$ cat src/design/eeprom_pkg.sv
package eeprom_pkg;

  localparam int addr_w = 11;

  // address bits above the low byte go out as block select
  localparam int block_w = addr_w - 8;

  localparam int cmd_depth = 4;
  localparam int cmd_ptr_w = $clog2(cmd_depth);
  localparam int cmd_cnt_w = $clog2(cmd_depth + 1);

  // each state waits for the previous op_done, then issues its own step
  typedef enum logic [3:0] {
    idle,
    ctrl_w,
    addr_w_byte,
    data_w,
    rstart,
    ctrl_r,
    data_r,
    stop,
    done
  } seq_state_e;

endpackage

$ cat src/design/i2c_pkg.sv
package i2c_pkg;

  // clk cycles per quarter of an scl period
  localparam int bit_quarter = 2;
  localparam int quarters_per_bit = 4;

  // 8 data bits plus the acknowledge slot
  localparam int byte_bits = 9;

  localparam int quarter_cnt_w = $clog2(bit_quarter + 1);

  // device type code, first nibble of every control byte
  localparam logic [3:0] dev_code = 4'b1010;

  // byte engine operations
  typedef enum logic [2:0] {
    op_start,      // also used as repeated start
    op_write,
    op_read_ack,
    op_read_nack,  // last byte of a read
    op_stop
  } i2c_op_e;

endpackage
$ cat src/design/eeprom_top.sv
module eeprom_top (
  input  logic                          clk,
  input  logic                          reset,
  input  logic                          wr,
  input  logic                          rd,
  input  logic [eeprom_pkg::addr_w-1:0] addr,
  input  logic [7:0]                    wdata,
  output logic                          full,
  output logic                          ack,
  output logic                          nack,
  output logic [7:0]                    rdata,
  output logic                          scl,
  output logic                          sda_drive_low,
  input  logic                          sda_in
);
  import eeprom_pkg::*;
  import i2c_pkg::*;

  logic              cmd_valid;
  logic              cmd_is_read;
  logic [addr_w-1:0] cmd_addr;
  logic [7:0]        cmd_wdata;
  logic              cmd_pop;
  logic              op_go;
  i2c_op_e           op;
  logic [7:0]        tx_byte;
  logic              op_done;
  logic              busy;  // engine activity, visible to bound checks
  logic [7:0]        rx_byte;
  logic              ack_in;

  cmd_fifo u_fifo (
    .clk(clk), .reset(reset), .wr(wr), .rd(rd), .addr(addr), .wdata(wdata),
    .full(full), .cmd_valid(cmd_valid), .cmd_is_read(cmd_is_read),
    .cmd_addr(cmd_addr), .cmd_wdata(cmd_wdata), .cmd_pop(cmd_pop)
  );

  eeprom_wr u_seq (
    .clk(clk), .reset(reset), .cmd_valid(cmd_valid), .cmd_is_read(cmd_is_read),
    .cmd_addr(cmd_addr), .cmd_wdata(cmd_wdata), .cmd_pop(cmd_pop),
    .op_go(op_go), .op(op), .tx_byte(tx_byte), .op_done(op_done),
    .rx_byte(rx_byte), .ack_in(ack_in), .ack(ack), .nack(nack), .rdata(rdata)
  );

  i2c_byte_engine u_engine (
    .clk(clk), .reset(reset), .op_go(op_go), .op(op), .tx_byte(tx_byte),
    .op_done(op_done), .busy(busy), .rx_byte(rx_byte), .ack_in(ack_in),
    .scl(scl), .sda_drive_low(sda_drive_low), .sda_in(sda_in)
  );

endmodule

$ cat src/design/eeprom_wr.sv
module eeprom_wr (
  input  logic                          clk,
  input  logic                          reset,
  input  logic                          cmd_valid,
  input  logic                          cmd_is_read,
  input  logic [eeprom_pkg::addr_w-1:0] cmd_addr,
  input  logic [7:0]                    cmd_wdata,
  output logic                          cmd_pop,
  output logic                          op_go,
  output i2c_pkg::i2c_op_e              op,
  output logic [7:0]                    tx_byte,
  input  logic                          op_done,
  input  logic [7:0]                    rx_byte,
  input  logic                          ack_in,
  output logic                          ack,
  output logic                          nack,
  output logic [7:0]                    rdata
);
  import i2c_pkg::*;
  import eeprom_pkg::*;

  seq_state_e        state;
  seq_state_e        state_nx;
  i2c_op_e           op_nx;
  logic [7:0]        byte_nx;
  logic              go_nx;
  logic              is_read_q;
  logic [addr_w-1:0] addr_q;
  logic [7:0]        wdata_q;
  logic              nack_seen;
  logic              after_byte;
  logic              slave_nack;
  logic [7:0]        ctrl_byte;

  assign ctrl_byte  = {dev_code, addr_q[8 +: block_w], 1'b0};
  // states entered right after a byte went out
  assign after_byte = (state == addr_w_byte) || (state == data_w) || (state == rstart) ||
                      (state == data_r) || (state == stop);
  assign slave_nack = op_done && after_byte && ack_in;

  always_comb begin
    state_nx = state;
    go_nx    = 1'b0;
    op_nx    = op_stop;
    byte_nx  = 8'h00;
    if (state == idle) begin
      if (cmd_valid) begin
        go_nx    = 1'b1;
        op_nx    = op_start;
        state_nx = ctrl_w;
      end
    end else if (op_done) begin
      go_nx = 1'b1;
      case (state)
        ctrl_w: begin
          op_nx    = op_write;
          byte_nx  = ctrl_byte;
          state_nx = addr_w_byte;
        end
        addr_w_byte: begin
          op_nx    = op_write;
          byte_nx  = addr_q[7:0];
          state_nx = is_read_q ? rstart : data_w;
        end
        data_w: begin
          op_nx    = op_write;
          byte_nx  = wdata_q;
          state_nx = stop;
        end
        rstart: begin
          op_nx    = op_start;
          state_nx = ctrl_r;
        end
        ctrl_r: begin
          op_nx    = op_write;
          byte_nx  = {ctrl_byte[7:1], 1'b1};
          state_nx = data_r;
        end
        data_r: begin
          op_nx    = op_read_nack;  // single byte, master nacks it
          state_nx = stop;
        end
        stop: begin
          state_nx = done;
        end
        default: begin
          go_nx    = 1'b0;  // stop finished
          state_nx = idle;
        end
      endcase
      if (slave_nack) begin
        op_nx    = op_stop;
        byte_nx  = 8'h00;
        state_nx = done;
      end
    end
  end

  always_ff @(posedge clk) begin
    if (reset) begin
      state     <= idle;
      cmd_pop   <= 1'b0;
      op_go     <= 1'b0;
      ack       <= 1'b0;
      nack      <= 1'b0;
      nack_seen <= 1'b0;
    end else begin
      state   <= state_nx;
      op_go   <= go_nx;
      cmd_pop <= (state == idle) && cmd_valid;
      ack     <= (state == done) && op_done;
      nack    <= (state == done) && op_done && nack_seen;
      if (state == idle) nack_seen <= 1'b0;
      else if (slave_nack) nack_seen <= 1'b1;
    end
  end

  always_ff @(posedge clk) begin
    if (go_nx) begin
      op      <= op_nx;
      tx_byte <= byte_nx;
    end
    if ((state == idle) && cmd_valid) begin
      is_read_q <= cmd_is_read;
      addr_q    <= cmd_addr;
      wdata_q   <= cmd_wdata;
    end
    // op_done here belongs to the read byte
    if ((state == stop) && op_done && is_read_q) rdata <= rx_byte;
  end

endmodule

$ cat src/design/i2c_byte_engine.sv
module i2c_byte_engine (
  input  logic             clk,
  input  logic             reset,
  input  logic             op_go,
  input  i2c_pkg::i2c_op_e op,
  input  logic [7:0]       tx_byte,
  output logic             op_done,
  output logic             busy,
  output logic [7:0]       rx_byte,
  output logic             ack_in,
  output logic             scl,
  output logic             sda_drive_low,
  input  logic             sda_in
);
  import i2c_pkg::*;

  i2c_op_e                  cur_op;
  logic [quarter_cnt_w-1:0] qcnt;
  logic [1:0]               phase;    // quarter within the bit
  logic [3:0]               bitn;
  logic [7:0]               shreg;
  logic                     q_end;
  logic                     bit_end;
  logic                     is_byte;
  logic                     at_ack;
  logic                     last_bit;
  logic                     sample;
  logic                     scl_nx;
  logic                     sda_low_nx;

  assign q_end    = (qcnt == quarter_cnt_w'(bit_quarter - 1));
  assign bit_end  = q_end && (phase == 2'(quarters_per_bit - 1));
  assign is_byte  = (cur_op != op_start) && (cur_op != op_stop);
  assign at_ack   = (bitn == 4'(byte_bits - 1));
  assign last_bit = !is_byte || at_ack;
  assign op_done  = busy && bit_end && last_bit;

  // first cycle of the third quarter, mid scl high on the pin
  assign sample = busy && is_byte && (phase == 2'd2) && (qcnt == '0);

  // scl is high in the two middle quarters of every bit
  always_comb begin
    scl_nx     = (phase == 2'd1) || (phase == 2'd2);
    sda_low_nx = 1'b0;
    case (cur_op)
      op_start: begin
        sda_low_nx = phase[1];  // falls while scl high
      end
      op_stop: begin
        scl_nx     = (phase != 2'd0);
        sda_low_nx = !phase[1];  // rises while scl high
      end
      op_write: begin
        sda_low_nx = !at_ack && !shreg[7];
      end
      op_read_ack: begin
        sda_low_nx = at_ack;  // master ack
      end
      default: begin
        sda_low_nx = 1'b0;  // master nack, line left released
      end
    endcase
  end

  always_ff @(posedge clk) begin
    if (reset) begin
      busy          <= 1'b0;
      qcnt          <= '0;
      phase         <= '0;
      bitn          <= '0;
      scl           <= 1'b1;
      sda_drive_low <= 1'b0;
    end else if (!busy) begin
      if (op_go) begin
        busy  <= 1'b1;
        qcnt  <= '0;
        phase <= '0;
        bitn  <= '0;
      end
    end else begin
      scl           <= scl_nx;
      sda_drive_low <= sda_low_nx;
      if (q_end) begin
        qcnt  <= '0;
        phase <= phase + 2'd1;
        if (bit_end) begin
          bitn <= bitn + 4'd1;
          if (last_bit) busy <= 1'b0;
        end
      end else begin
        qcnt <= qcnt + 1'b1;
      end
    end
  end

  always_ff @(posedge clk) begin
    if (!busy && op_go) begin
      cur_op <= op;
      shreg  <= tx_byte;
    end else if (busy && bit_end) begin
      shreg <= {shreg[6:0], 1'b0};  // msb first
    end
    if (sample) begin
      if (at_ack) begin
        ack_in <= (cur_op == op_write) && sda_in;  // high means slave nack
      end else begin
        rx_byte <= {rx_byte[6:0], sda_in};
      end
    end
  end

endmodule

$ cat src/design/cmd_fifo.sv
module cmd_fifo (
  input  logic                          clk,
  input  logic                          reset,
  input  logic                          wr,
  input  logic                          rd,
  input  logic [eeprom_pkg::addr_w-1:0] addr,
  input  logic [7:0]                    wdata,
  output logic                          full,
  output logic                          cmd_valid,
  output logic                          cmd_is_read,
  output logic [eeprom_pkg::addr_w-1:0] cmd_addr,
  output logic [7:0]                    cmd_wdata,
  input  logic                          cmd_pop
);
  import eeprom_pkg::*;

  logic                 kind_mem [cmd_depth];  // 1 = read
  logic [addr_w-1:0]    addr_mem [cmd_depth];
  logic [7:0]           data_mem [cmd_depth];
  logic [cmd_ptr_w-1:0] wr_ptr;
  logic [cmd_ptr_w-1:0] rd_ptr;
  logic [cmd_cnt_w-1:0] count;
  logic                 push;
  logic                 pop;

  function automatic logic [cmd_ptr_w-1:0] next_ptr(input logic [cmd_ptr_w-1:0] p);
    return (p == cmd_ptr_w'(cmd_depth - 1)) ? '0 : p + 1'b1;
  endfunction

  assign full        = (count == cmd_cnt_w'(cmd_depth));
  assign cmd_valid   = (count != '0);
  assign push        = (wr || rd) && !full;  // strobe while full is dropped
  assign pop         = cmd_pop && cmd_valid;
  assign cmd_is_read = kind_mem[rd_ptr];
  assign cmd_addr    = addr_mem[rd_ptr];
  assign cmd_wdata   = data_mem[rd_ptr];

  always_ff @(posedge clk) begin
    if (push) begin
      kind_mem[wr_ptr] <= rd;
      addr_mem[wr_ptr] <= addr;
      data_mem[wr_ptr] <= wdata;
    end
  end

  always_ff @(posedge clk) begin
    if (reset) begin
      wr_ptr <= '0;
      rd_ptr <= '0;
      count  <= '0;
    end else begin
      if (push) wr_ptr <= next_ptr(wr_ptr);
      if (pop) rd_ptr <= next_ptr(rd_ptr);
      count <= count + cmd_cnt_w'(push) - cmd_cnt_w'(pop);
    end
  end

endmodule

$ cat config.mk
export PLATFORM = sky130hd
export DESIGN_NAME = eeprom_top
export DESIGN_NICKNAME = d
export VERILOG_FILES = /design/src/design/eeprom_pkg.sv /design/src/design/i2c_pkg.sv /design/src/design/eeprom_top.sv /design/src/design/eeprom_wr.sv /design/src/design/i2c_byte_engine.sv /design/src/design/cmd_fifo.sv
export SDC_FILE = /design/constraint.sdc
export NUM_CORES = 1
export LEC_CHECK = 0
export ABC_AREA = 1
export BUFFER_PORTS_ARGS = -buffer_cell sky130_fd_sc_hd__buf_2
export CELL_PAD_IN_SITES_DETAIL_PLACEMENT = 0
export CELL_PAD_IN_SITES_GLOBAL_PLACEMENT = 1
export CORE_MARGIN = 4
export CORE_UTILIZATION = 44
export DETAILED_ROUTE_END_ITERATION = 12
export PLACE_DENSITY = 0.85
export SYNTH_ARGS = -nofsm -noshare
export SYNTH_HDL_FRONTEND = slang
export SYNTH_HIERARCHICAL = 1
export SYNTH_SLANG_ARGS = --single-unit
$ cat constraint.sdc
create_clock -name clk -period 2 [get_ports clk]
set_input_delay 0.3 -clock clk [delete_from_list [all_inputs] [get_ports clk]]
set_output_delay 0.3 -clock clk [all_outputs]
set_load 0.005 [all_outputs]
==> results.json <==
{
  "antenna_found_initial": 0,
  "power_density_nw_per_um2": 1457,
  "fin_setup_tns_ns": 0,
  "async_flop_share_pct": 0,
  "grtUsageTotal_pct": 15.18,
  "vdd_drop_max_v": 0.0009693,
  "layout.nets": 640,
  "critPathMaxFanout": 10,
  "regArea_um2": 4758,
  "diodes": 0,
  "setup_viol": 0,
  "worstPathRequired_ns": 2.18,
  "synth_edf_count": 139,
  "slew_headroom_pct": 51.76,
  "grt_max_degree": 41,
  "path_class": "reg2reg",
  "ys_types": 38,
  "hpwlAfterDp_mm": 7.525,
  "via_per_inst": 5.146,
  "timing.final.crit_share_pct": 91.25,
  "final_cell_mix": "edfxtp_1, nor2_1, nand2_1, inv_1, o21ai_1",
  "hold-worst-slack_ns": 0.08437,
  "ys_seq_area_share_pct": 71.39,
  "min_path_type": "in2reg",
  "core_um2": 14700,
  "multi_input_area_um2": 1615,
  "cts-root-buf": "clkbuf_16",
  "fin_skew_ns": 0.01143,
  "clockBufferDepth": 2,
  "cp-start-kind": "flop",
  "cp.arrival_ns": 2.00,
  "ant_nets": 0,
  "post_drt_wl_per_cell_um": 14.88,
  "grt_pass1_vias": 4118,
  "tightest_slew_ns": 0.7228,
  "drc": 0,
  "io_pins": 37,
  "netlist_area_um2": 6660,
  "synthCells": 548,
  "num_rows": 44,
  "drt_iter0_drc": 244,
  "yosys_warnings": 6,
  "grt_pass1_wl_mm": 19.78,
  "fillers": 1197,
  "rsz0062_at_grt": "false",
  "maxSlewViolCount": 0,
  "area_delta_synth_final_pct": 17.58,
  "synth_seq_cells": 168,
  "end_kind": "flop",
  "syn-num-nets": 585,
  "drtPass1Iterations": 4,
  "clkSinkCount": 168,
  "cts-resized-gates": 0,
  "tritoncts": "yes",
  "fin_crit_ns": 1.825,
  "final_common_cell": "edfxtp_1",
  "grt-ovfl-total": 0,
  "cts.clk_slew.worst_paths_ns": 0.07,
  "finalHoldViolations": 0,
  "finalWeightedCongestion": 0.8671,
  "drive_gt1_share_pct": 18.34,
  "post-cts-setup-buffer-count": 0,
  "p_leak_uw": 0.002984,
  "drt-total-wl_mm": 11.91,
  "avgSynthCellArea_um2": 12.15,
  "die-area_um2": 17170,
  "hold_buffers": 0,
  "io_buffers": 36,
  "max_freq_mhz": 548.0,
  "synth_flop_cell": "edfxtp_1",
  "worstSkewPairLatency_ns": 0.43,
  "vias": 4117,
  "drv_cap": 0,
  "fp.dieH_um": 131.0,
  "die_w_um": 131.0,
  "status": "complete, no violations",
  "start_util_pct": 45.31,
  "htreeDepth": 4,
  "cts_buffers": 17
}
[synthesized netlist by cell type, types with 7 or more instances]
library cell	number	share of area, %
nor3_1	7	0.53
o21ai_1	41	3.1
o22ai_1	20	1.9
o21ai_0	8	0.60
nand3_1	19	1.4
nor2_1	79	4.5
a21oi_1	21	1.6
dfxtp_1	29	8.7
buf_2	8	0.60
ha_1	12	2.3
inv_2	7	0.39
edfxtp_1	139	63
nand2_1	67	3.8
inv_1	50	2.8
[registers in the layout (all words and copies together), names as in the netlist, 2 cells and up, named ones only]
| register | flops |
|---|---|
| u_seq/addr_q | 11 |
| u_fifo/wr_ptr | 2 |
| u_engine/phase | 2 |
| u_fifo/rd_ptr | 2 |
| u_seq/tx_byte | 8 |
| u_engine/rx_byte | 8 |
| u_engine/cur_op | 3 |
| u_engine/bitn | 4 |
| u_fifo/kind_mem | 4 |
| u_engine/qcnt | 2 |
| u_seq/rdata | 8 |
| u_seq/wdata_q | 8 |
| u_fifo/count | 3 |
| u_fifo/addr_mem | 44 |
| u_fifo/data_mem | 32 |
| u_seq/op | 3 |
| u_seq/state | 4 |
| u_engine/shreg | 8 |
[metal layers]
| layer | global-route usage (%) | share of wire, % |
|---|---|---|
| met2 | 25.36 | 50 |
| met4 | 5.989 | 1.1 |
| met3 | 4.431 | 4.5 |
| met5 | 0 | 0 |
| met1 | 18.59 | 44 |
[per-stage QoR]
step	power, uW	instance area, um2	std cells	worst slack [ns]	utilization [%]
2_1_floorplan	7061	6660	548	0.01900	-
4_1_cts	11530	7825	800	0.06673	53.23
6_report	11410	7831	800	0.1751	53.28
3_5_place_dp	8075	7184	768	0.08660	48.88
5_1_grt	12110	7831	800	0.02979	53.28
3_3_place_gp	7962	7184	768	0.1429	48.88
[critical path, stage by stage, from the launching register on]
cell      delay (ns)
dfxtp_2         0.37
inv_1           0.05
ha_1            0.18
nand3_1         0.13
o21ai_0         0.13
nand2_1         0.09
inv_2           0.08
nand2_1         0.08
o21bai_4        0.17
nand2_4         0.13
o21ai_2         0.12
inv_1           0.04
[final timing paths]
kind | from | to | cells after the start | slack, ns
max | u_engine/bitn[0]$_SDFFE_PP0P_ | u_seq/op[2]$_DFFE_PP_ | 11 | 0.18
min reg2reg | u_seq/op[2]$_DFFE_PP_ | u_engine/cur_op[2]$_DFFE_PP_ | 0 | 0.42
min | addr[6] | u_fifo/addr_mem[3][6]$_DFFE_PP_ | 1 | 0.08
max reg2reg | u_engine/bitn[0]$_SDFFE_PP0P_ | u_seq/op[2]$_DFFE_PP_ | 11 | 0.18
[cell families (layout without fill, tap and decap cells)]
family | Yosys count | in the layout | share of synthesized area, %
flip-flops | 168 | 168 | 71.39
AND/OR/NAND/NOR | 189 | 189 | 12.49
buffers and inverters | 73 | 141 | 4.396
adder cells (fa/ha/maj) | 13 | 13 | 2.555
AO/OA/AOI/OAI | 105 | 105 | 9.168
[cell type report]
cell class / instances / share of cell area, %
Multi-Input combinational cell: 307 / 20.63
Timing Repair Buffer: 51 / 4.697
Clock buffer: 17 / 5.432
Inverter: 58 / 2.796
Sequential cell: 168 / 60.76
Clock inverter: 15 / 2.748
Tap cell: 184 / 2.940
[where the power goes]
group / internal (uW) / total, uW / switching, uW / leakage (uW)
Sequential: 4960 / 5310 / 354 / 0.00153
Combinational: 929 / 2670 / 1740 / 0.00115
Clock: 2020 / 3430 / 1410 / 0.000304
No activity file was read; power rests on OpenSTA's default activity.
